<file path="config.mk">
export PLATFORM = sky130hd
export DESIGN_NAME = sampler_top
export DESIGN_NICKNAME = d
export VERILOG_FILES = /design/src/serial_pkg.sv /design/src/capture_pkg.sv /design/src/acia_rx.sv /design/src/digitizer.sv /design/src/capture_ctrl.sv /design/src/hex_dump.sv /design/src/apb_regs.sv /design/src/sampler_top.sv
export VERILOG_INCLUDE_DIRS = /design/src /design/src/src
export SDC_FILE = /design/constraint.sdc
export NUM_CORES = 1
export LEC_CHECK = 0
export BUFFER_PORTS_ARGS = -buffer_cell sky130_fd_sc_hd__buf_2
export CELL_PAD_IN_SITES_DETAIL_PLACEMENT = 1
export CELL_PAD_IN_SITES_GLOBAL_PLACEMENT = 2
export CORE_MARGIN = 5
export CORE_UTILIZATION = 42
export CTS_BUF_LIST = sky130_fd_sc_hd__clkbuf_8
export CTS_CLUSTER_DIAMETER = 120
export DETAILED_ROUTE_END_ITERATION = 8
export GPL_TIMING_DRIVEN = 1
export HOLD_SLACK_MARGIN = 0.08
export PLACE_DENSITY = 0.95
export RECOVER_POWER = 100
export SLEW_MARGIN = 15
export SYNTH_ARGS = -nofsm -noshare
export SYNTH_HDL_FRONTEND = slang
export SYNTH_HIERARCHICAL = 1
export SYNTH_SLANG_ARGS = --single-unit
export TNS_END_PERCENT = 30
</file>
<file path="constraint.sdc">
create_clock -name clk -period 9 [get_ports clk]
set_input_delay 0 -clock clk [delete_from_list [all_inputs] [get_ports clk]]
set_output_delay 0 -clock clk [all_outputs]
set_load 0.005 [all_outputs]
</file>
<file path="src/sampler_settings.svh">
`ifndef SAMPLER_SETTINGS_SVH
`define SAMPLER_SETTINGS_SVH

// apb address width and input synchronizer depth.
`define SAMPLER_ADDR_BITS 5
`define SAMPLER_SYNC_STAGES 2

// reset defaults of the run-time registers.
`define SAMPLER_DEFAULT_BAUD_DIV 16'd16
`define SAMPLER_DEFAULT_DECIM 8'd64

// register offsets.
`define SAMPLER_REG_CTRL 5'h00
`define SAMPLER_REG_BAUD 5'h04
`define SAMPLER_REG_DECIM 5'h08
`define SAMPLER_REG_DUTY 5'h0C
`define SAMPLER_REG_STATUS 5'h10

`endif

</file>
<file path="src/serial_pkg.sv">
`default_nettype none

package serial_pkg;

    // one uart character.
    typedef logic [7:0] byte_t;

    // clocks per bit.
    typedef logic [15:0] baud_div_t;

    // shared by the receiver and the transmit serializer.
    typedef enum logic [1:0] {
        uart_idle,
        uart_start,
        uart_data,
        uart_stop
    } uart_state_t;

endpackage

`default_nettype wire

</file>
<file path="src/capture_pkg.sv">
`default_nettype none

package capture_pkg;

    // ones count over one decimation window.
    typedef logic [7:0] sample_t;

    // window length in clocks.
    typedef logic [7:0] decim_t;

    // pwm compare value.
    typedef logic [7:0] duty_t;

    // saturating framing error count.
    typedef logic [7:0] err_count_t;

    typedef enum logic {
        cap_idle,
        cap_run
    } capture_state_t;

endpackage

`default_nettype wire

</file>
<file path="src/acia_rx.sv">
`timescale 1ns/1ns
`default_nettype none

module acia_rx (
    input  wire                   clk,
    input  wire                   reset,
    input  wire serial_pkg::baud_div_t baud_div,
    input  wire                   rx_serial,
    output serial_pkg::byte_t     rx_dat,
    output logic                  rx_stb,
    output logic                  rx_err
);

    import serial_pkg::*;

    logic [1:0]  rx_sync;
    logic        rx_prev;
    logic        rx_s;
    logic        bit_end;
    uart_state_t state;
    baud_div_t   baud_cnt;
    logic [2:0]  bit_idx;
    byte_t       shift;

    assign rx_s    = rx_sync[1];
    assign bit_end = baud_cnt == baud_div - 16'd1;

    // line idles high.
    always_ff @(posedge clk) begin
        if (reset) begin
            rx_sync <= 2'b11;
            rx_prev <= 1'b1;
        end else begin
            rx_sync <= {rx_sync[0], rx_serial};
            rx_prev <= rx_s;
        end
    end

    always_ff @(posedge clk) begin
        rx_stb <= 1'b0;
        rx_err <= 1'b0;
        if (reset) begin
            state    <= uart_idle;
            baud_cnt <= '0;
            bit_idx  <= '0;
        end else begin
            case (state)
                uart_idle: begin
                    // only a falling edge starts a frame so a low stop bit cannot restart.
                    if (rx_prev && !rx_s) begin
                        baud_cnt <= '0;
                        state    <= uart_start;
                    end
                end
                uart_start: begin
                    if (baud_cnt == (baud_div >> 1) - 16'd1) begin
                        baud_cnt <= '0;
                        bit_idx  <= '0;
                        state    <= rx_s ? uart_idle : uart_data;
                    end else begin
                        baud_cnt <= baud_cnt + 16'd1;
                    end
                end
                uart_data: begin
                    if (bit_end) begin
                        baud_cnt <= '0;
                        shift    <= {rx_s, shift[7:1]};
                        bit_idx  <= bit_idx + 3'd1;
                        if (bit_idx == 3'd7)
                            state <= uart_stop;
                    end else begin
                        baud_cnt <= baud_cnt + 16'd1;
                    end
                end
                default: begin
                    if (bit_end) begin
                        baud_cnt <= '0;
                        state    <= uart_idle;
                        if (rx_s) begin
                            rx_stb <= 1'b1;
                            rx_dat <= shift;
                        end else begin
                            rx_err <= 1'b1;
                        end
                    end else begin
                        baud_cnt <= baud_cnt + 16'd1;
                    end
                end
            endcase
        end
    end

    stb_err_excl: assert property (@(posedge clk) disable iff (reset) !(rx_stb && rx_err));

endmodule

`default_nettype wire

</file>
<file path="src/digitizer.sv">
`timescale 1ns/1ns
`default_nettype none

`include "sampler_settings.svh"

module digitizer (
    input  wire                   clk,
    input  wire                   reset,
    input  wire                   lvds_in,
    input  wire capture_pkg::decim_t decim,
    output logic                  comp_in,
    output capture_pkg::sample_t  sample,
    output logic                  sample_valid,
    input  wire                   sample_ready
);

    import capture_pkg::*;

    logic [`SAMPLER_SYNC_STAGES-1:0] sync;
    logic    sig;
    decim_t  win_cnt;
    sample_t ones;

    assign sig = sync[`SAMPLER_SYNC_STAGES-1];

    always_ff @(posedge clk) begin
        sync <= {sync[`SAMPLER_SYNC_STAGES-2:0], lvds_in};
    end

    // comparator feedback.
    always_ff @(posedge clk) begin
        if (reset)
            comp_in <= 1'b0;
        else
            comp_in <= sig;
    end

    ////////////////////
    // decimator.
    always_ff @(posedge clk) begin
        if (reset) begin
            win_cnt      <= '0;
            ones         <= '0;
            sample_valid <= 1'b0;
        end else if (sample_valid) begin
            // counting holds until the result is taken.
            if (sample_ready)
                sample_valid <= 1'b0;
        end else if (win_cnt >= decim - 8'd1) begin
            sample       <= ones + sample_t'(sig);
            sample_valid <= 1'b1;
            win_cnt      <= '0;
            ones         <= '0;
        end else begin
            win_cnt <= win_cnt + 8'd1;
            ones    <= ones + sample_t'(sig);
        end
    end

    sample_in_range: assert property (@(posedge clk) disable iff (reset)
        sample_valid |-> sample <= decim);

endmodule

`default_nettype wire

</file>
<file path="src/capture_ctrl.sv">
`timescale 1ns/1ns
`default_nettype none

module capture_ctrl (
    input  wire                   clk,
    input  wire                   reset,
    input  wire                   enable,
    input  wire serial_pkg::byte_t rx_dat,
    input  wire                   rx_stb,
    input  wire capture_pkg::sample_t sample,
    input  wire                   sample_valid,
    output logic                  sample_ready,
    output capture_pkg::sample_t  dump_sample,
    output logic                  dump_valid,
    output logic                  dump_last,
    input  wire                   dump_ready,
    output logic                  busy
);

    import serial_pkg::*;
    import capture_pkg::*;

    capture_state_t state;
    byte_t          remaining;

    assign busy         = state == cap_run;
    // idle drains the digitizer.
    assign sample_ready = busy ? dump_ready : 1'b1;
    assign dump_valid   = busy && sample_valid;
    assign dump_sample  = sample;
    assign dump_last    = remaining == 8'd1;

    always_ff @(posedge clk) begin
        if (reset) begin
            state     <= cap_idle;
            remaining <= '0;
        end else if (state == cap_idle) begin
            if (rx_stb && enable && rx_dat != 8'd0) begin
                remaining <= rx_dat;
                state     <= cap_run;
            end
        end else if (dump_valid && dump_ready) begin
            remaining <= remaining - 8'd1;
            if (dump_last)
                state <= cap_idle;
        end
    end

    no_dump_idle: assert property (@(posedge clk) disable iff (reset)
        state == cap_idle |-> !dump_valid);

endmodule

`default_nettype wire

</file>
<file path="src/hex_dump.sv">
`timescale 1ns/1ns
`default_nettype none

module hex_dump (
    input  wire                   clk,
    input  wire                   reset,
    input  wire serial_pkg::baud_div_t baud_div,
    input  wire capture_pkg::sample_t dump_sample,
    input  wire                   dump_valid,
    input  wire                   dump_last,
    output logic                  dump_ready,
    output logic                  tx_serial
);

    import serial_pkg::*;
    import capture_pkg::*;

    uart_state_t state;
    baud_div_t   baud_cnt;
    logic        bit_end;
    logic [2:0]  bit_idx;
    logic [2:0]  char_idx;
    logic [2:0]  last_char;
    byte_t       shift;
    sample_t     held;
    logic        held_last;

    function automatic byte_t hex_char(input logic [3:0] nib);
        return (nib < 4'd10) ? 8'h30 + byte_t'(nib) : 8'h37 + byte_t'(nib);
    endfunction

    // "HH " and, after the last sample, CR LF.
    function automatic byte_t seq_char(input logic [2:0] idx, input sample_t smp);
        case (idx)
            3'd0: return hex_char(smp[7:4]);
            3'd1: return hex_char(smp[3:0]);
            3'd2: return 8'h20;
            3'd3: return 8'h0D;
            default: return 8'h0A;
        endcase
    endfunction

    assign bit_end    = baud_cnt == baud_div - 16'd1;
    assign last_char  = held_last ? 3'd4 : 3'd2;
    assign dump_ready = state == uart_idle;

    assign tx_serial = (state == uart_start) ? 1'b0 :
                       (state == uart_data)  ? shift[0] : 1'b1;

    ////////////////////
    // character serializer.
    always_ff @(posedge clk) begin
        if (reset) begin
            state    <= uart_idle;
            baud_cnt <= '0;
            bit_idx  <= '0;
            char_idx <= '0;
        end else begin
            case (state)
                uart_idle: begin
                    if (dump_valid) begin
                        held      <= dump_sample;
                        held_last <= dump_last;
                        shift     <= seq_char(3'd0, dump_sample);
                        char_idx  <= '0;
                        baud_cnt  <= '0;
                        state     <= uart_start;
                    end
                end
                uart_start: begin
                    if (bit_end) begin
                        baud_cnt <= '0;
                        bit_idx  <= '0;
                        state    <= uart_data;
                    end else begin
                        baud_cnt <= baud_cnt + 16'd1;
                    end
                end
                uart_data: begin
                    if (bit_end) begin
                        baud_cnt <= '0;
                        shift    <= shift >> 1;
                        bit_idx  <= bit_idx + 3'd1;
                        if (bit_idx == 3'd7)
                            state <= uart_stop;
                    end else begin
                        baud_cnt <= baud_cnt + 16'd1;
                    end
                end
                default: begin
                    if (bit_end) begin
                        baud_cnt <= '0;
                        if (char_idx == last_char) begin
                            state <= uart_idle;
                        end else begin
                            char_idx <= char_idx + 3'd1;
                            shift    <= seq_char(char_idx + 3'd1, held);
                            state    <= uart_start;
                        end
                    end else begin
                        baud_cnt <= baud_cnt + 16'd1;
                    end
                end
            endcase
        end
    end

endmodule

`default_nettype wire

</file>
<file path="src/apb_regs.sv">
`timescale 1ns/1ns
`default_nettype none

`include "sampler_settings.svh"

module apb_regs (
    input  wire                          clk,
    input  wire                          reset,
    input  wire                          psel,
    input  wire                          penable,
    input  wire                          pwrite,
    input  wire [`SAMPLER_ADDR_BITS-1:0] paddr,
    input  wire [31:0]                   pwdata,
    output logic [31:0]                  prdata,
    output logic                         pready,
    output logic                         pslverr,
    input  wire                          rx_err,
    input  wire                          busy,
    output logic                         enable,
    output serial_pkg::baud_div_t        baud_div,
    output capture_pkg::decim_t          decim,
    output logic                         pwm_out,
    output logic                         led_err
);

    import serial_pkg::*;
    import capture_pkg::*;

    logic       access;
    logic       wr_en;
    logic       mapped;
    duty_t      duty;
    duty_t      pwm_cnt;
    err_count_t err_count;

    assign access  = psel && penable;
    assign wr_en   = access && pwrite && mapped;
    assign pready  = 1'b1;
    assign pslverr = access && !mapped;
    assign led_err = err_count != 8'd0;

    always_comb begin
        prdata = '0;
        mapped = 1'b1;
        case (paddr)
            `SAMPLER_REG_CTRL:   prdata = {31'd0, enable};
            `SAMPLER_REG_BAUD:   prdata = {16'd0, baud_div};
            `SAMPLER_REG_DECIM:  prdata = {24'd0, decim};
            `SAMPLER_REG_DUTY:   prdata = {24'd0, duty};
            `SAMPLER_REG_STATUS: prdata = {16'd0, err_count, 7'd0, busy};
            default:             mapped = 1'b0;
        endcase
    end

    always_ff @(posedge clk) begin
        if (reset) begin
            enable    <= 1'b0;
            baud_div  <= `SAMPLER_DEFAULT_BAUD_DIV;
            decim     <= `SAMPLER_DEFAULT_DECIM;
            duty      <= '0;
            err_count <= '0;
        end else begin
            if (rx_err && err_count != 8'hFF)
                err_count <= err_count + 8'd1;
            if (wr_en) begin
                case (paddr)
                    `SAMPLER_REG_CTRL:  enable <= pwdata[0];
                    // clamp to the shortest usable bit time.
                    `SAMPLER_REG_BAUD:  baud_div <= (pwdata[15:0] < 16'd4) ? 16'd4 : pwdata[15:0];
                    `SAMPLER_REG_DECIM: decim <= (pwdata[7:0] == 8'd0) ? 8'd1 : pwdata[7:0];
                    `SAMPLER_REG_DUTY:  duty <= pwdata[7:0];
                    default:            err_count <= '0;
                endcase
            end
        end
    end

    ////////////////////
    // pwm counter with a period of 256 clocks.
    always_ff @(posedge clk) begin
        if (reset) begin
            pwm_cnt <= '0;
            pwm_out <= 1'b0;
        end else begin
            pwm_cnt <= pwm_cnt + 8'd1;
            pwm_out <= pwm_cnt < duty;
        end
    end

    apb_penable_psel: assert property (@(posedge clk) disable iff (reset) penable |-> psel);

endmodule

`default_nettype wire

</file>
<file path="src/sampler_top.sv">
`timescale 1ns/1ns
`default_nettype none

`include "sampler_settings.svh"

module sampler_top (
    input  wire                          clk,
    input  wire                          reset,
    input  wire                          psel,
    input  wire                          penable,
    input  wire                          pwrite,
    input  wire [`SAMPLER_ADDR_BITS-1:0] paddr,
    input  wire [31:0]                   pwdata,
    output logic [31:0]                  prdata,
    output logic                         pready,
    output logic                         pslverr,
    input  wire                          lvds_in,
    input  wire                          rx_serial,
    output logic                         tx_out,
    output logic                         comp_out,
    output logic                         pwm_out,
    output logic                         led_busy,
    output logic                         led_err
);

    import serial_pkg::*;
    import capture_pkg::*;

    baud_div_t baud_div;
    decim_t    decim;
    byte_t     rx_dat;
    logic      rx_stb;
    logic      rx_err;
    logic      enable;
    logic      busy;
    sample_t   sample;
    logic      sample_valid;
    logic      sample_ready;
    sample_t   dump_sample;
    logic      dump_valid;
    logic      dump_last;
    logic      dump_ready;

    assign led_busy = busy;

    acia_rx acia_rx_inst (
        .clk(clk), .reset(reset), .baud_div(baud_div), .rx_serial(rx_serial),
        .rx_dat(rx_dat), .rx_stb(rx_stb), .rx_err(rx_err)
    );

    digitizer digitizer_inst (
        .clk(clk), .reset(reset), .lvds_in(lvds_in), .decim(decim), .comp_in(comp_out),
        .sample(sample), .sample_valid(sample_valid), .sample_ready(sample_ready)
    );

    capture_ctrl capture_ctrl_inst (
        .clk(clk), .reset(reset), .enable(enable), .rx_dat(rx_dat), .rx_stb(rx_stb),
        .sample(sample), .sample_valid(sample_valid), .sample_ready(sample_ready),
        .dump_sample(dump_sample), .dump_valid(dump_valid), .dump_last(dump_last),
        .dump_ready(dump_ready), .busy(busy)
    );

    hex_dump hex_dump_inst (
        .clk(clk), .reset(reset), .baud_div(baud_div), .dump_sample(dump_sample),
        .dump_valid(dump_valid), .dump_last(dump_last), .dump_ready(dump_ready),
        .tx_serial(tx_out)
    );

    apb_regs apb_regs_inst (
        .clk(clk), .reset(reset), .psel(psel), .penable(penable), .pwrite(pwrite),
        .paddr(paddr), .pwdata(pwdata), .prdata(prdata), .pready(pready),
        .pslverr(pslverr), .rx_err(rx_err), .busy(busy), .enable(enable),
        .baud_div(baud_div), .decim(decim), .pwm_out(pwm_out), .led_err(led_err)
    );

endmodule

`default_nettype wire

</file>
-- After elaboration in Yosys (flattened, before gate mapping)
Index checks and enable logic that the tools add are counted.
- bits in registers: 170
- input port bits: 44
- output and inout bits: 39
- word-level logic and storage cells: 201
- reduce and logical (&&, ||, !) cells: 44
- add/sub/neg operators: 19
- bitwise logic cells: 6
- order comparisons: 6
- muxes and demuxes: 65
- equal/unequal tests: 30
- operators with widths (cell ; count):
    two-way mux 8 bit ; 16
    two-way mux 16 bit ; 7
    one-hot mux 16 bit (5 select lines) ; 1
    equality test 16 bit ; 3
    adder 6 x 4 -> 7 bit, first input constant ; 6
    adder 16 x 1 -> 16 bit, second input constant ; 2
    one-hot mux 16 bit (2 select lines) ; 1
    one-hot mux 8 bit (4 select lines) ; 1
    adder 8 x 1 -> 8 bit, second input constant ; 3
    two-way mux 3 bit ; 8
    one-hot mux 8 bit (3 select lines) ; 1
    two-way mux 2 bit ; 11
    one-hot mux 3 bit (2 select lines) ; 3
    less-than comparator 16 x 3 -> 1 bit, second input constant ; 1
    nonzero test 8 bit ; 2
    subtractor 15 x 1 -> 16 bit, second input constant ; 1
    subtractor 16 x 1 -> 16 bit, second input constant ; 1
    subtractor 8 x 1 -> 8 bit, second input constant ; 2
    AND reduction 3 bit ; 5
    two-way mux 1 bit ; 14
    != test 2 x 1 -> 1 bit, second input constant ; 7
    less-than comparator 4 bit, second input constant ; 3
    one-hot mux 2 bit (3 select lines) ; 2
    equality test 5 x 4 -> 1 bit, second input constant ; 2
    33 further kinds ; 67

-- Logic depth before layout (Yosys ltp)
- depth in word-level cells: 6
- mapped depth: 12
- gate-level depth less buffers: 10

-- Hierarchy
Netlist, hierarchy kept.
- modules (own cells, without submodules) (module ; instances ; area an instance (um^2) ; cells each):
    hex_dump ; 1 ; 2899.0 ; 340
    acia_rx ; 1 ; 2824.0 ; 307
    apb_regs ; 1 ; 2673.8 ; 294
    digitizer ; 1 ; 1467.7 ; 149
    capture_ctrl ; 1 ; 730.7 ; 89

-- Least setup slack after synthesis
No wires, ideal clock.
- path type: reg-to-reg
- start point: reg apb_regs_inst.baud_div[3]
- end point: reg hex_dump_inst.shift[0], enable pin
- library setup time: 390 ps
- clock period less this slack: 3803 ps
- stages on the path, launching flop included: 12
- path buffers: 3
- path slack: 5197 ps
- data arrival time: 3412 ps
- cell sequence: dfxtp_1 buf_6 or4_4 buf_6 or4_1 o221ai_1 a31oi_1 a211oi_4 and2_2 clkbuf_1 a22oi_1 nor4_1
- word-level cells in the longest chain between the ends: 4
- elaborated cells on any way between the ends: 5
- those cells by class: add/sub (1); eq/ne (2); reduce/logical (2)
- ends and longest elaborated chain (element ; RTL line ; RTL):
    from (decl) ; apb_regs.sv:20 ; output serial_pkg::baud_div_t baud_div,
    from (signal assigned) ; apb_regs.sv:58 ; baud_div <= `SAMPLER_DEFAULT_BAUD_DIV;
    from (signal assigned) ; apb_regs.sv:69 ; `SAMPLER_REG_BAUD: baud_div <= (pwdata[15:0] < 16'd4) ? 16'd4 : pwdata[15:0];
    subtractor 16 x 1 -> 16 bit * ; hex_dump.sv:43 ; assign bit_end = baud_cnt == baud_div - 16'd1;
    equality test 16 bit * ; hex_dump.sv:43 ;
    != test 2 x 1 -> 1 bit (no source line) / nonzero test 2 bit (equally long branches) ; -- ;
    AND reduction 6 bit (no source line) * ; -- ;
    to (signal assigned) ; hex_dump.sv:64 ; shift <= seq_char(3'd0, dump_sample);
    to (signal assigned) ; hex_dump.sv:82 ; shift <= shift >> 1;
    to (signal assigned) ; hex_dump.sv:97 ; shift <= seq_char(char_idx + 3'd1, held);
    to (decl) ; hex_dump.sv:24 ; byte_t shift;
Every way passes the cells marked *; elsewhere a longest branch is shown, timed or not.
A chain may end at the register's enable or synchronous reset.

==> flow_metrics.py <==
metrics = {
    "status": {
        "status": "finished with violations",
        "violations": "max-capacitance violations, max-slew violations",
    },
    "power_and_ir_drop": {
        "powerDensity_nw_per_um2": 144,
        "vdd_drop_max_mv": 0.0944,
        "p_leak_nw": 4.22,
    },
    "grt": {
        "antenna_found_initial": 1,
        "grt_max_degree": 57,
        "grt.total_usage": 0.203,
        "overflow": 0,
        "grt_first_pass_wirelength_um": 47400,
        "grt_pass1_vias": 9083,
        "grt.busiest_layer": "met2",
        "met2_usage": 0.350,
        "met1_usage": 0.260,
        "use_met3": 0.0285,
    },
    "yosys": {
        "syn_area_um2": 10600,
        "yosysWarnings": 6,
        "async_flop_share": 0,
        "synthCells": 1179,
        "yosys.area.top_type": "dfxtp_1",
        "ys_ff_latch": 169,
        "ys_seq_area_frac": 0.357,
        "synth_top_area_share": 0.244,
        "yosys-top-cells-area": "dfxtp_1 24%, edfxtp_1 11%, ha_1 5.8%, xnor2_1 4.0%, nor2_1 3.9%",
        "avgSynthCellArea_um2": 8.99,
        "netlist-cell-type-count": 99,
        "synth_edf_count": 40,
        "synth_flop_cell": "dfxtp_1",
    },
    "sta": {
        "drv_slew": 98,
        "hold_violations": 0,
        "setup_tns_ns": 0,
        "relSlewSlack": -0.670,
        "fin_crit_sh": 0.541,
        "tightest_slew_ns": 2.50,
        "rsz0062_at_grt": "false",
        "fin_crit_ns": 4.87,
        "max_clock_freq_mhz": 205,
        "finalSetupViolCount": 0,
        "finClkSkew_ns": 0.0234,
    },
    "route": {
        "routedWlPerCell_um": 18.6,
        "drt_first_pass_iters": 5,
        "wl_um": 28700,
        "ant_nets": 0,
        "drc": 0,
        "num_vias": 8868,
        "vias_per_cell": 5.72,
        "drt-initial-drc-count": 628,
    },
    "placement": {
        "port_buffers": 49,
        "gp_congestion": 0.882,
        "placed_area_um2": 10900,
        "dpl.hpwl_um": 20600,
    },
    "clocking": {
        "cts_sinks": 169,
        "cts_tree": "built",
        "cts_root_buf": "clkbuf_8",
        "numCtsBuffers": 17,
        "clockBufferDepth": 2,
        "cts-hold-fix-buffers": 21,
        "clkLatencyLatePin_ns": 0.49,
        "cts_setup_buffers": 0,
        "cts_max_level": 4,
        "clk_pin_slew_worst_paths_ns": 0.10,
        "ctsResizeCount": 0,
    },
    "floorplan": {
        "io_pins": 83,
        "dieArea_um2": 28500,
        "die_h_um": 169,
        "initial_core_util": 0.423,
        "num_rows": 58,
        "core_um2": 25000,
        "die_x_um": 169,
    },
    "worst_setup_path": {
        "end_kind": "register",
        "crit_fanout": 56,
        "critPathRequiredTime_ns": 9.31,
        "cp.arrival_ns": 5.18,
        "worstSetupPathType": "input pin to register",
        "cp-start-kind": "input pin",
    },
    "finish": {
        "final_cell_mix": "129 x dfxtp_1, 111 x nor2_1, 64 x nand2_1, 57 x a21oi_1, 54 x inv_1",
        "fillers": 2935,
        "reg_top3": "acia_rx_inst/baud_cnt (16), apb_regs_inst/baud_div (16), hex_dump_inst/baud_cnt (16)",
        "drive_above_1_share": 0.0936,
        "nNetsFinal": 1298,
        "design_area_um2": 11400,
        "layout_commonest_cell": "dfxtp_1",
        "area_growth_pct": 7.75,
    },
    "job": {
        "maxCapViolCount": 3,
    },
    "worst_hold_path": {
        "hp-class": "input pin to register",
    },
}
==> area by class of cell <==
type                    instances  area (µm²)  area share
repair buffers                 77         474      0.0415
flip-flops and latches        169        3780       0.331
clock buffers                  17         234      0.0205
diodes                          1        2.50    0.000219
inverters                      55         206      0.0181
clock inverters                15         179      0.0157
multi-input cells             885        6120       0.536
well taps                     330         413      0.0362
==> synthesized netlist by cell type (12+ instances only) <==
cell type  instances
mux2i_1           38
dfxtp_1          129
nand2_1           64
a22oi_1           15
edfxtp_1          40
xor2_1            44
nand3_1           48
inv_1             54
buf_4             30
xnor2_1           48
and3_1            25
a22o_1            12
nor4_1            22
o21ai_0           36
a21oi_1           57
nor2_1           111
nand2b_1          23
clkbuf_1          36
nor3_1            28
a31oi_1           23
ha_1              49
==> stage by stage <==
stage | total power (W) | hold slack, ns | setup slack [ns] | utilization | cells
2_1_floorplan | 0.00102 | 0.0277 | 5.20 | - | 1194
5_1_grt | 0.00172 | 0.133 | 3.68 | 0.456 | 1549
3_3_place_gp | 0.00107 | 0.103 | 5.02 | 0.434 | 1495
4_1_cts | 0.00166 | 0.131 | 4.91 | 0.459 | 1548
3_5_place_dp | 0.00108 | 0.105 | 4.96 | 0.434 | 1495
6_report | 0.00164 | 0.153 | 4.13 | 0.456 | 1549
==> critical path, cell delays in order <==
cell	delay (ns)
dlygate4sd3_1	0.52
clkbuf_1	1.42
clkbuf_1	1.87
inv_1	0.51
o21ai_0	0.66
nor3_1	0.15
==> metal layers <==
layer	vias up	part of all wire
met2	136	0.49
li1	4312	-
met5	-	0
met1	4381	0.46
met4	0	0.024
met3	39	0.024
==> path summary, 6_finish.rpt <==
| kind | start | to | slack, ns | cells after the start |
|---|---|---|---|---|
| setup / recovery | reset | apb_regs_inst/err_count[2]$_SDFF_PP0_ | 4.13 | 6 |
| hold / removal | lvds_in | digitizer_inst/sync[0]$_DFF_P_ | 0.15 | 2 |
| setup reg to reg | apb_regs_inst/baud_div[4]$_SDFFE_PP1P_ | hex_dump_inst/shift[1]$_DFFE_PP_ | 4.37 | 9 |
| hold reg to reg | digitizer_inst/sync[0]$_DFF_P_ | digitizer_inst/sync[1]$_DFF_P_ | 0.34 | 0 |
==> logic make-up (layout without fill, tap and decap cells) <==
family / after synthesis / count (layout) / synth area share
compound gates: 237 / 237 / 0.161
buf+inv: 140 / 164 / 0.0665
xor+xnor: 92 / 92 / 0.0761
other cells: 2 / 18 / 0.000709
fa+ha+maj: 49 / 49 / 0.0579
flops: 169 / 169 / 0.357
simple gates: 442 / 442 / 0.233
mux: 48 / 48 / 0.0479
==> power by group <==
part / internal (W) / leakage [nW] / total [W] / switching (W)
Sequential: 0.000796 / 1.40 / 0.000817 / 0.0000207
Combinational: 0.0000933 / 2.61 / 0.000251 / 0.000157
Clock: 0.000234 / 0.203 / 0.000572 / 0.000338
Total: 0.00112 / 4.22 / 0.00164 / 0.000516
(Power assumes the default switching activity.)
